===== src/hdl/decode_pkg.sv =====
//////////////////////////////
// Decode package
// Word and register index types, instruction field positions
// and the opcode, format and operation encodings of RV32I
//////////////////////////////

package decode_pkg;

    localparam int XLEN       = 32;
    localparam int REG_ADDR_W = 5;

    typedef logic [XLEN-1:0]       word_t;
    typedef logic [REG_ADDR_W-1:0] reg_addr_t;

    // Instruction field positions
    localparam int OPCODE_LSB = 0;
    localparam int OPCODE_MSB = 6;
    localparam int RD_LSB     = 7;
    localparam int RD_MSB     = 11;
    localparam int FUNCT3_LSB = 12;
    localparam int FUNCT3_MSB = 14;
    localparam int RS1_LSB    = 15;
    localparam int RS1_MSB    = 19;
    localparam int RS2_LSB    = 20;
    localparam int RS2_MSB    = 24;
    localparam int FUNCT7_LSB = 25;
    localparam int FUNCT7_MSB = 31;

    // funct7 values of the base and alternate ALU encodings
    localparam logic [6:0] FUNCT7_BASE = 7'b0000000;
    localparam logic [6:0] FUNCT7_ALT  = 7'b0100000;

    // Major opcodes
    typedef enum logic [6:0] {
        OPC_LOAD     = 7'b0000011,
        OPC_MISC_MEM = 7'b0001111,
        OPC_OP_IMM   = 7'b0010011,
        OPC_AUIPC    = 7'b0010111,
        OPC_STORE    = 7'b0100011,
        OPC_OP       = 7'b0110011,
        OPC_LUI      = 7'b0110111,
        OPC_BRANCH   = 7'b1100011,
        OPC_JALR     = 7'b1100111,
        OPC_JAL      = 7'b1101111,
        OPC_SYSTEM   = 7'b1110011
    } opcode_e;

    typedef enum logic [2:0] {
        R_FMT,
        I_FMT,
        S_FMT,
        B_FMT,
        U_FMT,
        J_FMT
    } format_e;

    // Operation handed to the execute stage
    typedef enum logic [5:0] {
        NOP, LUI, ADD, SUB, SLL, SLT, SLTU, XOR, SRL, SRA, OR, AND,
        JAL, JALR,
        BEQ, BNE, BLT, BGE, BLTU, BGEU,
        LB, LH, LW, LBU, LHU,
        SB, SH, SW,
        ECALL, EBREAK,
        INVALID
    } op_e;

endpackage


===== src/hdl/op_decoder.sv =====
//////////////////////////////
// Operation decoder
// Maps opcode, funct3, funct7 and the system field
// to an operation and an instruction format
//////////////////////////////

`timescale 1ns/100ps

module op_decoder (
    input  decode_pkg::word_t   instruction_i,
    output decode_pkg::op_e     operation_o,
    output decode_pkg::format_e format_o
);

    import decode_pkg::*;

    opcode_e                    opcode;
    logic [2:0]                 funct3;
    logic [6:0]                 funct7;
    logic [FUNCT7_MSB-RD_LSB:0] system_field;
    op_e                        op_branch;
    op_e                        op_load;
    op_e                        op_store;
    op_e                        op_imm;
    op_e                        op_reg;

    assign opcode       = opcode_e'(instruction_i[OPCODE_MSB:OPCODE_LSB]);
    assign funct3       = instruction_i[FUNCT3_MSB:FUNCT3_LSB];
    assign funct7       = instruction_i[FUNCT7_MSB:FUNCT7_LSB];
    assign system_field = instruction_i[FUNCT7_MSB:RD_LSB];

    //////////////////////////////
    // Per-class decode
    //////////////////////////////

    always_comb begin
        unique case (funct3)
            3'b000:  op_branch = BEQ;
            3'b001:  op_branch = BNE;
            3'b100:  op_branch = BLT;
            3'b101:  op_branch = BGE;
            3'b110:  op_branch = BLTU;
            3'b111:  op_branch = BGEU;
            default: op_branch = INVALID;
        endcase
    end

    always_comb begin
        unique case (funct3)
            3'b000:  op_load = LB;
            3'b001:  op_load = LH;
            3'b010:  op_load = LW;
            3'b100:  op_load = LBU;
            3'b101:  op_load = LHU;
            default: op_load = INVALID;
        endcase
    end

    always_comb begin
        unique case (funct3)
            3'b000:  op_store = SB;
            3'b001:  op_store = SH;
            3'b010:  op_store = SW;
            default: op_store = INVALID;
        endcase
    end

    // Shift immediates keep the funct7 rule, the rest ignore it
    always_comb begin
        unique case (funct3)
            3'b000:  op_imm = ADD;
            3'b001:  op_imm = (funct7 == FUNCT7_BASE) ? SLL : INVALID;
            3'b010:  op_imm = SLT;
            3'b011:  op_imm = SLTU;
            3'b100:  op_imm = XOR;
            3'b101:  op_imm = (funct7 == FUNCT7_BASE) ? SRL :
                              (funct7 == FUNCT7_ALT)  ? SRA : INVALID;
            3'b110:  op_imm = OR;
            default: op_imm = AND;
        endcase
    end

    always_comb begin
        unique case ({funct7, funct3})
            {FUNCT7_BASE, 3'b000}: op_reg = ADD;
            {FUNCT7_ALT,  3'b000}: op_reg = SUB;
            {FUNCT7_BASE, 3'b001}: op_reg = SLL;
            {FUNCT7_BASE, 3'b010}: op_reg = SLT;
            {FUNCT7_BASE, 3'b011}: op_reg = SLTU;
            {FUNCT7_BASE, 3'b100}: op_reg = XOR;
            {FUNCT7_BASE, 3'b101}: op_reg = SRL;
            {FUNCT7_ALT,  3'b101}: op_reg = SRA;
            {FUNCT7_BASE, 3'b110}: op_reg = OR;
            {FUNCT7_BASE, 3'b111}: op_reg = AND;
            default:               op_reg = INVALID;
        endcase
    end

    //////////////////////////////
    // Operation and format select
    //////////////////////////////

    // Opcodes not listed here are taken as R format
    always_comb begin
        unique case (opcode)
            OPC_LUI, OPC_AUIPC:             format_o = U_FMT;
            OPC_JAL:                        format_o = J_FMT;
            OPC_JALR, OPC_LOAD, OPC_OP_IMM: format_o = I_FMT;
            OPC_BRANCH:                     format_o = B_FMT;
            OPC_STORE:                      format_o = S_FMT;
            default:                        format_o = R_FMT;
        endcase
    end

    always_comb begin
        operation_o = INVALID;
        unique case (opcode)
            OPC_LUI:      operation_o = LUI;
            OPC_AUIPC:    operation_o = ADD;
            OPC_JAL:      operation_o = JAL;
            OPC_JALR:     operation_o = JALR;
            OPC_BRANCH:   operation_o = op_branch;
            OPC_LOAD:     operation_o = op_load;
            OPC_STORE:    operation_o = op_store;
            OPC_OP_IMM:   operation_o = op_imm;
            OPC_OP:       operation_o = op_reg;
            // FENCE has no effect in an in-order core
            OPC_MISC_MEM: operation_o = (funct3 == 3'b000) ? NOP : INVALID;
            OPC_SYSTEM: begin
                if (system_field == '0) begin
                    operation_o = ECALL;
                end else if (system_field == {12'h001, 13'h0000}) begin
                    operation_o = EBREAK;
                end
            end
            default:      operation_o = INVALID;
        endcase
    end

endmodule


===== src/hdl/imm_gen.sv =====
//////////////////////////////
// Immediate generator
// Gathers the scattered immediate bits of each format
// into a sign-extended 32-bit word
//////////////////////////////

`timescale 1ns/100ps

module imm_gen (
    input  decode_pkg::word_t   instruction_i,
    input  decode_pkg::format_e format_i,
    output decode_pkg::word_t   immediate_o
);

    import decode_pkg::*;

    logic  sign;
    word_t imm_i;
    word_t imm_s;
    word_t imm_b;
    word_t imm_u;
    word_t imm_j;

    assign sign  = instruction_i[FUNCT7_MSB];

    assign imm_i = {{20{sign}}, instruction_i[FUNCT7_MSB:RS2_LSB]};
    assign imm_s = {{20{sign}}, instruction_i[FUNCT7_MSB:FUNCT7_LSB], instruction_i[RD_MSB:RD_LSB]};
    // Branch offsets are in halfwords, bit 0 is implied
    assign imm_b = {{20{sign}}, instruction_i[7], instruction_i[30:25],
                    instruction_i[11:8], 1'b0};
    assign imm_u = {instruction_i[FUNCT7_MSB:FUNCT3_LSB], 12'b0};
    assign imm_j = {{12{sign}}, instruction_i[19:12], instruction_i[20],
                    instruction_i[30:21], 1'b0};

    always_comb begin
        unique case (format_i)
            I_FMT:   immediate_o = imm_i;
            S_FMT:   immediate_o = imm_s;
            B_FMT:   immediate_o = imm_b;
            U_FMT:   immediate_o = imm_u;
            J_FMT:   immediate_o = imm_j;
            default: immediate_o = '0;
        endcase
    end

endmodule


===== src/hdl/hazard_unit.sv =====
//////////////////////////////
// Hazard unit
// Replay register, register lock and store lock.
// Flags a read-after-write or store-then-memory hazard
//////////////////////////////

`timescale 1ns/100ps

module hazard_unit (
    input  logic                  clk,
    input  logic                  reset,
    input  logic                  stall_i,
    input  decode_pkg::word_t     instruction_i,
    input  decode_pkg::format_e   format_i,
    output decode_pkg::word_t     cur_instr_o,
    output logic                  hazard_o,
    output decode_pkg::reg_addr_t rd_o
);

    import decode_pkg::*;

    word_t     last_instr;
    logic      last_stall;
    logic      last_hazard;
    reg_addr_t locked_reg;
    logic      locked_mem;
    opcode_e   opcode;
    reg_addr_t rs1;
    reg_addr_t rs2;
    logic      use_rs1;
    logic      use_rs2;
    logic      use_mem;

    //////////////////////////////
    // Replay
    //////////////////////////////

    always_ff @(posedge clk) begin
        last_instr <= cur_instr_o;
    end

    always_ff @(posedge clk) begin
        if (reset) begin
            last_stall  <= 1'b0;
            last_hazard <= 1'b0;
        end else begin
            last_stall  <= stall_i;
            last_hazard <= hazard_o;
        end
    end

    // Held word is decoded again after a stall or a bubble
    assign cur_instr_o = (last_stall || last_hazard) ? last_instr : instruction_i;

    assign opcode = opcode_e'(cur_instr_o[OPCODE_MSB:OPCODE_LSB]);
    assign rs1    = cur_instr_o[RS1_MSB:RS1_LSB];
    assign rs2    = cur_instr_o[RS2_MSB:RS2_LSB];

    //////////////////////////////
    // Locks
    //////////////////////////////

    always_ff @(posedge clk) begin
        if (reset) begin
            locked_reg <= '0;
            locked_mem <= 1'b0;
            rd_o       <= '0;
        end else if (!stall_i) begin
            locked_reg <= hazard_o ? '0 : cur_instr_o[RD_MSB:RD_LSB];
            locked_mem <= !hazard_o && (opcode == OPC_STORE);
            rd_o       <= locked_reg;
        end
    end

    // U and J formats read no register
    assign use_rs1 = (format_i == R_FMT) || (format_i == B_FMT) ||
                     (format_i == S_FMT) || (format_i == I_FMT);
    assign use_rs2 = (format_i == R_FMT) || (format_i == B_FMT) || (format_i == S_FMT);
    assign use_mem = (opcode == OPC_LOAD) || (opcode == OPC_STORE);

    assign hazard_o = !stall_i &&
                      ((use_rs1 && rs1 != '0 && rs1 == locked_reg) ||
                       (use_rs2 && rs2 != '0 && rs2 == locked_reg) ||
                       (use_mem && locked_mem));

endmodule


===== src/hdl/operand_stage.sv =====
//////////////////////////////
// Operand stage
// Routes register data, PC and immediate onto the three
// operands and registers them with the exception flags
//////////////////////////////

`timescale 1ns/100ps

module operand_stage (
    input  logic                clk,
    input  logic                reset,
    input  logic                stall_i,
    input  logic                hazard_i,
    input  decode_pkg::word_t   instruction_i,
    input  decode_pkg::word_t   pc_i,
    input  decode_pkg::word_t   immediate_i,
    input  decode_pkg::word_t   rs1_data_i,
    input  decode_pkg::word_t   rs2_data_i,
    input  decode_pkg::op_e     operation_i,
    input  decode_pkg::format_e format_i,
    output decode_pkg::word_t   first_operand_o,
    output decode_pkg::word_t   second_operand_o,
    output decode_pkg::word_t   third_operand_o,
    output decode_pkg::word_t   pc_o,
    output decode_pkg::op_e     operation_o,
    output logic                illegal_inst_o,
    output logic                misaligned_fetch_o
);

    import decode_pkg::*;

    word_t first_operand;
    word_t second_operand;
    word_t third_operand;
    logic  illegal_inst;
    logic  misaligned_fetch;

    always_comb begin
        unique case (format_i)
            U_FMT, J_FMT: begin
                first_operand  = pc_i;
                second_operand = immediate_i;
                third_operand  = immediate_i;
            end
            R_FMT, B_FMT: begin
                first_operand  = rs1_data_i;
                second_operand = rs2_data_i;
                third_operand  = immediate_i;
            end
            // Store data rides on the third operand
            S_FMT: begin
                first_operand  = rs1_data_i;
                second_operand = immediate_i;
                third_operand  = rs2_data_i;
            end
            default: begin
                first_operand  = rs1_data_i;
                second_operand = immediate_i;
                third_operand  = immediate_i;
            end
        endcase
    end

    // Only 32-bit encodings are legal, low opcode bits must be 11
    assign illegal_inst     = (operation_i == INVALID) ||
                              (instruction_i[OPCODE_LSB+1:OPCODE_LSB] != 2'b11);
    assign misaligned_fetch = |pc_i[1:0];

    //////////////////////////////
    // Stage register
    //////////////////////////////

    always_ff @(posedge clk) begin
        if (reset || hazard_i) begin
            first_operand_o    <= '0;
            second_operand_o   <= '0;
            third_operand_o    <= '0;
            pc_o               <= '0;
            operation_o        <= NOP;
            illegal_inst_o     <= 1'b0;
            misaligned_fetch_o <= 1'b0;
        end else if (!stall_i) begin
            first_operand_o    <= first_operand;
            second_operand_o   <= second_operand;
            third_operand_o    <= third_operand;
            pc_o               <= pc_i;
            operation_o        <= operation_i;
            illegal_inst_o     <= illegal_inst;
            misaligned_fetch_o <= misaligned_fetch;
        end
    end

endmodule


===== src/hdl/decode_stage.sv =====
//////////////////////////////
// Decode stage
// Instruction decode of an in-order RV32I core.
// Replay and hazard logic, operation and immediate
// decode, operand routing into the stage register
//////////////////////////////

`timescale 1ns/100ps

module decode_stage (
    input  logic                  clk,
    input  logic                  reset,
    input  logic                  stall_i,
    input  decode_pkg::word_t     instruction_i,
    input  decode_pkg::word_t     pc_i,
    input  decode_pkg::word_t     rs1_data_i,
    input  decode_pkg::word_t     rs2_data_i,
    output decode_pkg::reg_addr_t rs1_addr_o,
    output decode_pkg::reg_addr_t rs2_addr_o,
    output decode_pkg::reg_addr_t rd_o,
    output decode_pkg::word_t     first_operand_o,
    output decode_pkg::word_t     second_operand_o,
    output decode_pkg::word_t     third_operand_o,
    output decode_pkg::word_t     pc_o,
    output decode_pkg::op_e       operation_o,
    output logic                  hazard_o,
    output logic                  illegal_inst_o,
    output logic                  misaligned_fetch_o
);

    import decode_pkg::*;

    word_t   cur_instr;
    op_e     operation;
    format_e format;
    word_t   immediate;

    // Register file is read in the decode cycle
    assign rs1_addr_o = cur_instr[RS1_MSB:RS1_LSB];
    assign rs2_addr_o = cur_instr[RS2_MSB:RS2_LSB];

    hazard_unit u_hazard_unit (
        .clk           (clk),
        .reset         (reset),
        .stall_i       (stall_i),
        .instruction_i (instruction_i),
        .format_i      (format),
        .cur_instr_o   (cur_instr),
        .hazard_o      (hazard_o),
        .rd_o          (rd_o)
    );

    op_decoder u_op_decoder (
        .instruction_i (cur_instr),
        .operation_o   (operation),
        .format_o      (format)
    );

    imm_gen u_imm_gen (
        .instruction_i (cur_instr),
        .format_i      (format),
        .immediate_o   (immediate)
    );

    operand_stage u_operand_stage (
        .clk                (clk),
        .reset              (reset),
        .stall_i            (stall_i),
        .hazard_i           (hazard_o),
        .instruction_i      (cur_instr),
        .pc_i               (pc_i),
        .immediate_i        (immediate),
        .rs1_data_i         (rs1_data_i),
        .rs2_data_i         (rs2_data_i),
        .operation_i        (operation),
        .format_i           (format),
        .first_operand_o    (first_operand_o),
        .second_operand_o   (second_operand_o),
        .third_operand_o    (third_operand_o),
        .pc_o               (pc_o),
        .operation_o        (operation_o),
        .illegal_inst_o     (illegal_inst_o),
        .misaligned_fetch_o (misaligned_fetch_o)
    );

endmodule


===== config.mk =====
export PLATFORM = sky130hd
export DESIGN_NAME = decode_stage
export DESIGN_NICKNAME = d
export VERILOG_FILES = /design/src/hdl/decode_pkg.sv /design/src/hdl/op_decoder.sv /design/src/hdl/imm_gen.sv /design/src/hdl/hazard_unit.sv /design/src/hdl/operand_stage.sv /design/src/hdl/decode_stage.sv
export SDC_FILE = /design/constraint.sdc
export NUM_CORES = 1
export LEC_CHECK = 0
export BUFFER_PORTS_ARGS = -buffer_cell sky130_fd_sc_hd__buf_2
export CORE_UTILIZATION = 55
export DETAILED_ROUTE_END_ITERATION = 12
export PLACE_DENSITY = 0.88
export SETUP_SLACK_MARGIN = 0.02
export SLEW_MARGIN = 20
export SYNTH_ARGS = -nofsm -noshare
export SYNTH_HDL_FRONTEND = slang
export SYNTH_SLANG_ARGS = --single-unit
export TNS_END_PERCENT = 50

===== constraint.sdc =====
create_clock -name clk -period 6.41 [get_ports clk]
set_input_delay 0.641 -clock clk [delete_from_list [all_inputs] [get_ports clk]]
set_output_delay 0.641 -clock clk [all_outputs]
set_load 0.05 [all_outputs]

## After elaboration in Yosys (flattened, before gate mapping)

Index checks and enable logic that the tools add are counted.

| storage, ports and cells | value |
|---|---|
| flip-flop bits (word level) | 181 |
| bits in latches | 0 |
| bits in writable memories | 0 |
| memory bits (read-only) | 0 |
| bits of input ports | 131 |
| output and inout port bits | 152 |
| logic and storage cells | 100 |
| memories kept | 0 |

| cells by class | value |
|---|---|
| add/sub/neg operators | 0 |
| multipliers | 0 |
| div/mod/pow operators | 0 |
| magnitude comparators | 0 |
| equal/unequal tests | 38 |
| shifts and indexed selects | 0 |
| multiplexer cells | 19 |
| bitwise operators | 0 |
| reductions and logical operators | 30 |

Operators with widths:

| kind | number |
|---|---|
| 32-bit case mux with 5 select lines | 1 |
| 32-bit two-way mux | 4 |
| 6-bit case mux with 11 select lines | 1 |
| 5-bit case mux with 10 select lines | 1 |
| 6-bit case mux with 7 select lines | 1 |
| 10-bit by 3-bit == test with 1-bit output (second input constant) | 4 |
| 5-bit case mux with 6 select lines | 1 |
| 7-bit by 6-bit == test with 1-bit output (second input constant) | 4 |
| 7-bit == test (second input constant) | 4 |
| 25-bit by 14-bit == test with 1-bit output (second input constant) | 1 |
| 25-bit zero test | 1 |
| 10-bit by 2-bit == test with 1-bit output (second input constant) | 2 |
| 10-bit by 9-bit == test with 1-bit output (second input constant) | 2 |
| 5-bit two-way mux | 4 |
| 4-bit case mux with 5 select lines | 1 |
| 3-bit == test (second input constant) | 6 |
| 3-bit case mux with 5 select lines | 1 |
| 7-bit by 5-bit == test with 1-bit output (second input constant) | 2 |
| 3-bit by 2-bit == test with 1-bit output (second input constant) | 4 |
| 6-bit two-way mux | 2 |
| 10-bit by 1-bit == test with 1-bit output (second input constant) | 1 |
| 5-bit == test | 2 |
| 10-bit zero test | 1 |
| 5-bit nonzero test | 2 |
| other kinds (14) | 34 |

## Longest topological paths before layout

Gate-level depths: netlist of the first run.

| logic depth | value |
|---|---|
| depth in word-level cells | 16 |
| gate-level depth with buffers | 15 |
| gate-level depth less buffers | 10 |

## Hierarchy

From an unflattened synthesis of the first run, not the netlist that was laid out.

| second synthesis, totals | value |
|---|---|
| cells, all modules | 1,059 |
| area, all modules | 9,147.5 um^2 |

By module, submodules not included:

| module | times used | cells each | area an instance (um^2) | seq. area each (um^2) |
|---|---|---|---|---|
| operand_stage | 1 | 644 | 6,133.4 | 2,722.6 |
| hazard_unit | 1 | 239 | 1,941.9 | 900.9 |
| op_decoder | 1 | 110 | 681.9 | 0.0 |
| imm_gen | 1 | 66 | 390.4 | 0.0 |

## Worst setup path after synthesis of the first run

OpenSTA, ideal clock, no wires.

| timing | value |
|---|---|
| path kind | input to output |
| from | input port instruction_i[3] |
| to | output port hazard_o |
| arrival | 2.620 ns |
| required time | 5.769 ns |
| slack | 3.149 ns |
| stages | 8 |
| path buffers | 0 |
| cell sequence | or4_1 > o31ai_4 > nand3_1 > and2b_2 > a21oi_4 > a2111oi_2 > o21ai_2 > inv_1 |

| between the ends | value |
|---|---|
| longest elaborated chain between the ends | 13 |
| elaborated cells between the ends (all ways) | 28 |
| those cells by class | eq/ne: 11; mux: 2; reduce/logical: 15 |

RTL lines:

| item | RTL line | source |
|---|---|---|
| start, declared | decode_stage.sv:14 | `input decode_pkg::word_t instruction_i,` |
| 32-bit two-way mux (*) | hazard_unit.sv:53 | `assign cur_instr_o = (last_stall \|\| last_hazard) ? last_instr : instruction_i;` |
| 7-bit by 2-bit == test with 1-bit output, or another cell as far along | op_decoder.sv:105, hazard_unit.sv:79 |  |
| 3-bit OR reduction / 2-bit OR reduction (equally long branches) | op_decoder.sv:105 | `unique case (opcode)` |
| 3-bit case mux with 5 select lines | op_decoder.sv:105 |  |
| 3-bit by 2-bit == test with 1-bit output / 3-bit zero test (equally long branches) | hazard_unit.sv:76, hazard_unit.sv:78 |  |
| 1-bit logical OR (2 in a row) | hazard_unit.sv:76, hazard_unit.sv:78 |  |
| 1-bit logical OR | hazard_unit.sv:77 | `(format_i == S_FMT) \|\| (format_i == I_FMT);` |
| 1-bit logical AND (2 in a row) | hazard_unit.sv:82 | `((use_rs1 && rs1 != '0 && rs1 == locked_reg) \|\|` |
| 1-bit logical OR | hazard_unit.sv:82 |  |
| 1-bit logical OR (*) | hazard_unit.sv:83 | `(use_rs2 && rs2 != '0 && rs2 == locked_reg) \|\|` |
| 1-bit logical AND (*) | hazard_unit.sv:81 | `assign hazard_o = !stall_i &&` |
| end, declared | decode_stage.sv:26 | `output logic hazard_o,` |

Mark *: on every way between the ends. The rest lies on a longest branch, timed or not.

## Worst setup path after layout of the first run

| timing | value |
|---|---|
| from | register u_hazard_unit.last_hazard |
| to | output port hazard_o |

| between the ends | value |
|---|---|
| longest elaborated chain between the ends | 14 |
| elaborated cells between the ends (all ways) | 33 |
| those cells by class | eq/ne: 13; mux: 2; reduce/logical: 18 |

RTL lines:

| item | RTL line | source |
|---|---|---|
| start, declared | hazard_unit.sv:24 | `logic last_hazard;` |
| start signal, assigned | hazard_unit.sv:48 | `last_hazard <= hazard_o;` |
| 1-bit logical OR (*) | hazard_unit.sv:53 |  |
| 32-bit two-way mux (*) | hazard_unit.sv:53 |  |
| 7-bit by 2-bit == test with 1-bit output, or another cell as far along | op_decoder.sv:105, hazard_unit.sv:79 |  |
| 3-bit OR reduction / 2-bit OR reduction (equally long branches) | op_decoder.sv:105 |  |
| 3-bit case mux with 5 select lines | op_decoder.sv:105 |  |
| 3-bit by 2-bit == test with 1-bit output / 3-bit zero test (equally long branches) | hazard_unit.sv:76, hazard_unit.sv:78 |  |
| 1-bit logical OR (2 in a row) | hazard_unit.sv:76, hazard_unit.sv:78 |  |
| 1-bit logical OR | hazard_unit.sv:77 |  |
| 1-bit logical AND (2 in a row) | hazard_unit.sv:82 |  |
| 1-bit logical OR | hazard_unit.sv:82 |  |
| 1-bit logical OR (*) | hazard_unit.sv:83 |  |
| 1-bit logical AND (*) | hazard_unit.sv:81 |  |

Marked as above.

==> results of run 1 <==
[report_power, final]
group / switching, uW / internal [uW]
Combinational: 472 / 178
Sequential: 52.9 / 1190
Clock: 462 / 630
Total: 986 / 2000
[synth_stat cells (7+ instances only)]
library cell	count
nor3_1	11
a21oi_1	162
o211ai_1	7
nor3b_1	8
buf_4	12
buf_6	10
a211oi_1	49
buf_1	13
a22oi_1	11
nor4_1	11
o21ai_0	14
nor2_1	229
inv_1	24
nand3_1	24
xor2_1	7
a31oi_1	8
buf_2	14
mux2i_1	62
clkbuf_1	46
nand2_1	131
dfxtp_1	180
[per-layer routing]
metal | routed length, microns | vias up
met3 | 2940 | 88
met1 | 10700 | 4154
met4 | 1150 | 0
met5 | 0 | -
li1 | - | 4299
met2 | 12900 | 527
[cell type report]
| cell class | instances | share of cell area |
|---|---|---|
| sequential | 180 | 0.340 |
| tap | 211 | 0.0249 |
| multi-input combinational | 819 | 0.427 |
| clock buffer | 19 | 0.0417 |
| timing repair buffer | 289 | 0.140 |
| antenna | 1 | 0.000236 |
| inverter | 27 | 0.00955 |
| clock inverter | 13 | 0.0165 |
[critical path, stage by stage (launching register included)]
cell and delay, ns:
dfxtp_1 0.74, or2_1 0.60, nor3b_1 0.10, o211ai_1 0.84
and2_1 0.23, buf_4 0.38, a21oi_4 0.11, a2111oi_2 0.40
o21ai_2 0.14, inv_1 0.11, buf_2 0.26
[layout by cell type (no fill, tap or decap), types with 7 or more instances in the layout]
cell type	count
inv_1	24
dfxtp_1	180
a211oi_1	49
a21oi_1	162
nor3_1	11
mux2i_1	62
buf_4	7
nand3_1	24
nor2_1	229
clkbuf_16	17
nand2_1	131
a31oi_1	8
nor4_1	11
o21ai_0	14
xor2_1	7
nor3b_1	8
a22oi_1	11
o211ai_1	7
buf_2	280
[how the worst max path moves through the flow]
stage / start / endpoint / slack [ns] / depth (start not counted)
global route: u_hazard_unit.last_hazard / hazard_o / 1.19 / 10
global placement: u_hazard_unit.last_hazard / u_operand_stage.third_operand_o[10] / 1.95 / 11
detailed placement: u_hazard_unit.last_hazard / u_operand_stage.third_operand_o[6] / 1.79 / 11
CTS: u_hazard_unit.last_hazard / hazard_o / 1.44 / 10
finish: u_hazard_unit.last_hazard / hazard_o / 1.41 / 10
floorplan: instruction_i[3] / hazard_o / 3.15 / 8
[kinds of logic (layout without fill, tap and decap cells)]
group                     Yosys count  count (layout)  share of synthesized area
AOI/OAI and AO/OA                 293             293                      0.211
xor gates and xnor gates           12              12                     0.0120
buffers and inverters             122             348                     0.0682
DFF                               180             180                      0.413
muxes                              66              66                     0.0765
other                               1               2                   0.000430
and+or+nand+nor                   447             447                      0.219
[stage by stage]
step | hold WS, ns | total power (uW) | util
3_5_place_dp | 0.440 | 1910 | 0.650
5_1_grt | 0.428 | 3090 | 0.690
2_1_floorplan | 0.423 | 1740 | -
3_3_place_gp | 0.438 | 1900 | 0.650
6_report | 0.429 | 2990 | 0.691
4_1_cts | 0.411 | 2990 | 0.690
==> impl_metrics.ini, run 1 <==
[logic_synthesis]
synth.area.top_cells = dfxtp_1 41%, nor2_1 9.8%, a21oi_1 9.3%
ys_seq_area_frac = 0.413
synthCells = 1121
synthesis.nets = 1252
synth_largest_area_cell = dfxtp_1
syn_area_per_cell_sq_um = 7.79
syn-cell-area_sq_um = 8730
synth_seq_cells = 180
synthArstFlopShare = 0
synth_edf_count = 0
synth_top_area_frac = 0.413
ys_types = 67
synth_flop_cell = dfxtp_1
yosys_warnings = 0

[grt]
top_usage_layer = met2
grtUsageMet2 = 0.538
grt_overflow_total = 0
use_met1 = 0.391
grt_pass1_vias = 8350
antenna_found_initial = 0
use_met3 = 0.102
grt_max_degree = 154
track_usage = 0.330
grt_pass1_wl_microns = 41900

[floorplan]
start_util = 0.568
die-area_sq_um = 16400
die_h_microns = 128
die_x_microns = 128
pin_count = 283
coreArea_sq_um = 15400
rows = 45

[setup_path]
cp.arrival_ns = 4.36
rr_endpoint = u_operand_stage.pc_o[9]
worst-path-max-fanout = 35
cp.required_ns = 5.77
crit_type = register to output pin
reg2reg_depth = 11
regToRegStartpoint = u_hazard_unit.last_hazard
reg2reg_slack_ns = 1.67
start_kind = register
cp-end-kind = output pin

[timing]
hold_viol_final = 0
relSlewSlack = 0.318
period_share = 0.781
rsz0062_at_grt = no
finalSetupViolCount = 0
fmax_mhz = 200
fin_ws_ns = 1.41
skew_ns = 0.0208
worst_pin_slew_ns = 1.02
finalSetupTns_ns = 0
report.final.slew_viol_count = 0
period_minus_slack_ns = 5.00

[drt]
avgViaCountPerCell = 5.82
wl_per_cell_microns = 17.8
drt-initial-drc-count = 955
ant_nets = 0
routed_wirelength_microns = 27700
vias = 9068
dr.pass1.iters = 7
drcViolationCount = 0

[layout]
fin_cells = 1559
fill_cells = 1232
final_cell_area_sq_um = 10600
drive_gt1_frac = 0.252
nNetsFinal = 1465
syn2layout_area_growth_pct = 21.6
regArea_sq_um = 3600
multiInputGateArea_sq_um = 4540

[cts]
post_cts.repair.setup_buffers = 0
numClockSinks = 180
clkTransAtPathRegs_ns = 0.07
tritoncts = yes
h-tree-depth = 4
cts_hold_buffers = 0
cts_made_buffers = 17
cts-root-buf = clkbuf_16
max-clock-path-buffers = 2
cts.repair.resized = 0
clk_latency_ns = 0.44

[place]
io_buffers = 281
placed_area_sq_um = 9990
place.gp.congestion = 1.01
post-dp-hpwl_microns = 19600
pre_cts_slack_ns = 1.79
place_inst = 1526

[min_path]
hold_path_class = input pin to register
min-delay-start = instruction_i[0]
worstHoldEndpoint = u_hazard_unit.last_instr[0]
min_path_cells = 3

[pwr]
leakagePower_uw = 0.00494
power_density_nw_per_um2 = 282
ir_drop_uv = 219

[run]
cap_viol_max_count = 0

[run_status]
outcome = finished, final reports clean
Power figures use the tool's default switching activity.
==> inputs of run 2 (changes only) <==
Settings changed: CORE_UTILIZATION 55 to 46, PLACE_DENSITY 0.88 to 0.78.
Clock period 6.41 ns to 4.51 ns, I/O delays scaled along.
==> run 2 against run 1 <==
  * Critical path type unchanged
  * Via count is 0.64% lower
  * Clock-buffer cell count is 1 higher
  * Flip-flop and latch count stayed put
  * Wire length about the same
  * First-iteration DRC count fell by 38%
  * Largest power group unchanged
  * Total power rose by 40%
  * Utilization decreased by 12 points
  * Sequential power is 42% higher
  * Worst hold slack got worse by 0.19 ns
  * Register-to-register slack got worse by 0.99 ns
  * Non-clock buffer count up 11
==> impl_metrics.ini, run 2 (synthesis gave the netlist of run 1 again) <==
[run_status]
outcome = finished, final reports clean

[grt]
antenna_found_initial = 0
grt_overflow_total = 0
grt_max_degree = 104
track_usage = 0.280
grt_pass1_wl_microns = 43200
grt_pass1_vias = 8359

[pwr]
swShare = 0.342
power_frac_clock = 0.356
power_density_nw_per_um2 = 392
ir_drop_uv = 280
p_int_uw = 2760
p_seq_frac = 0.421
combPwrFrac = 0.223
leakagePower_uw = 0.00498
switchingPower_uw = 1440

[drt]
avgViaCountPerCell = 5.66
ant_nets = 0
vias = 9010
drt-initial-drc-count = 588
dr.pass1.iters = 7
drcViolationCount = 0
wl_per_cell_microns = 17.4
routed_wirelength_microns = 27700

[timing]
finalSetupTns_ns = 0
report.final.slew_viol_count = 0
period_share = 0.930
hold_viol_final = 0
period_minus_slack_ns = 4.19
finalSetupViolCount = 0
rsz0062_at_grt = no
fmax_mhz = 238
fin_ws_ns = 0.317
relSlewSlack = 0.334
skew_ns = 0.0118
worst_pin_slew_ns = 0.999

[place]
post-dp-hpwl_microns = 20200
io_buffers = 281
placed_area_sq_um = 10100
place_inst = 1560
place.gp.congestion = 0.959
pre_cts_slack_ns = 0.740

[min_path]
min-delay-start = instruction_i[0]
hold_path_class = input pin to register
worstHoldEndpoint = u_hazard_unit.last_instr[0]
min_path_cells = 3

[setup_path]
reg2reg_depth = 11
worst-path-max-fanout = 29
start_kind = register
cp_cell_sequence = nor2_4 -> buf_4 -> mux2i_1 -> inv_1 -> a211oi_1 -> nor3_1 -> a21oi_1 -> a2111oi_2 -> o21ai_2 -> inv_1 -> buf_2
slowest_delay_ns = 0.52
crit_type = register to output pin
cp-end-kind = output pin
rr_endpoint = u_operand_stage.second_operand_o[26]
crit_path_start = u_hazard_unit.last_hazard
cp.required_ns = 4.06
path_common_cell = inv_1
crit_buf_inv = 4
path_depth = 11
cp.arrival_ns = 3.74
reg2reg_slack_ns = 0.68
regToRegStartpoint = u_hazard_unit.last_hazard
crit_family = buffers and inverters
slowest_stage = nor2_4

[cts]
cts-root-buf = clkbuf_16
cts.repair.resized = 0
clkTransAtPathRegs_ns = 0.07
clk_latency_ns = 0.43
max-clock-path-buffers = 2
tritoncts = yes
cts_hold_buffers = 0
post_cts.repair.setup_buffers = 0
numClockSinks = 180
h-tree-depth = 4
cts_made_buffers = 17

[floorplan]
start_util = 0.468
die_x_microns = 140
die_h_microns = 140
pin_count = 283
coreArea_sq_um = 18600
die-area_sq_um = 19500
rows = 50

[layout]
drive_gt1_frac = 0.258
final_common_cell = buf_2
syn2layout_area_growth_pct = 22.6
diodes = 0
fin_cells = 1592
nNetsFinal = 1476
fill_cells = 1741
final_cell_mix = 280 x buf_2, 229 x nor2_1, 180 x dfxtp_1
final_cell_area_sq_um = 10700

[run]
cap_viol_max_count = 0
run 2: changes by cell type in the layout (fill, tap and decap cells not counted), moves of 2 or more:
cell       change
bufinv_16      -2
clkinv_2       -2
clkinv_4       -2
inv_8          +4
buf_4         +10
run 2: worst max path at each step:
stage | end | slack, ns
after floorplan | hazard_o | 1.63
after CTS | hazard_o | 0.38
after global placement | u_operand_stage.third_operand_o[11] | 0.89
final | hazard_o | 0.32
after detailed placement | u_operand_stage.third_operand_o[11] | 0.74
after global routing | hazard_o | 0.03
run 2: layout make-up:
class | instances | area [sq um] | share of cell area
Multi-Input combinational cell | 819 | 4540 | 0.424
Sequential cell | 180 | 3600 | 0.337
Timing Repair Buffer | 300 | 1580 | 0.148
Clock buffer | 20 | 447 | 0.0417
Tap cell | 234 | 293 | 0.0274
Clock inverter | 12 | 140 | 0.0131
Inverter | 27 | 101 | 0.00947
run 2: worst min-delay path, cell delays in order:
cell and delay [ns]:
buf_2 0.10, nand2_1 0.05, nand2_1 0.04
run 2: power groups by stage:
stage	combinational (uW)	clock, uW	sequential, uW
finish	935	1490	1770
global route	995	1590	1780
CTS	929	1520	1770
detailed placement	926	0	1800
floorplan	433	0	2040
global placement	919	0	1800
run 2: layer usage:
layer / GRT usage / vias up / wire [microns]
met1: 0.355 / 4181 / 11700
met5: 0 / - / 0
met4: 0.119 / 0 / 913
met2: 0.455 / 444 / 12800
li1: - / 4320 / -
met3: 0.0664 / 65 / 2320
run 2: per-stage QoR:
stage	hold WS [ns]	utilization	total power, uW
6_report	0.240	0.574	4200
5_1_grt	0.246	0.574	4370
4_1_cts	0.223	0.574	4210
3_5_place_dp	0.440	0.543	2730
3_3_place_gp	0.436	0.543	2720
2_1_floorplan	0.423	-	2470
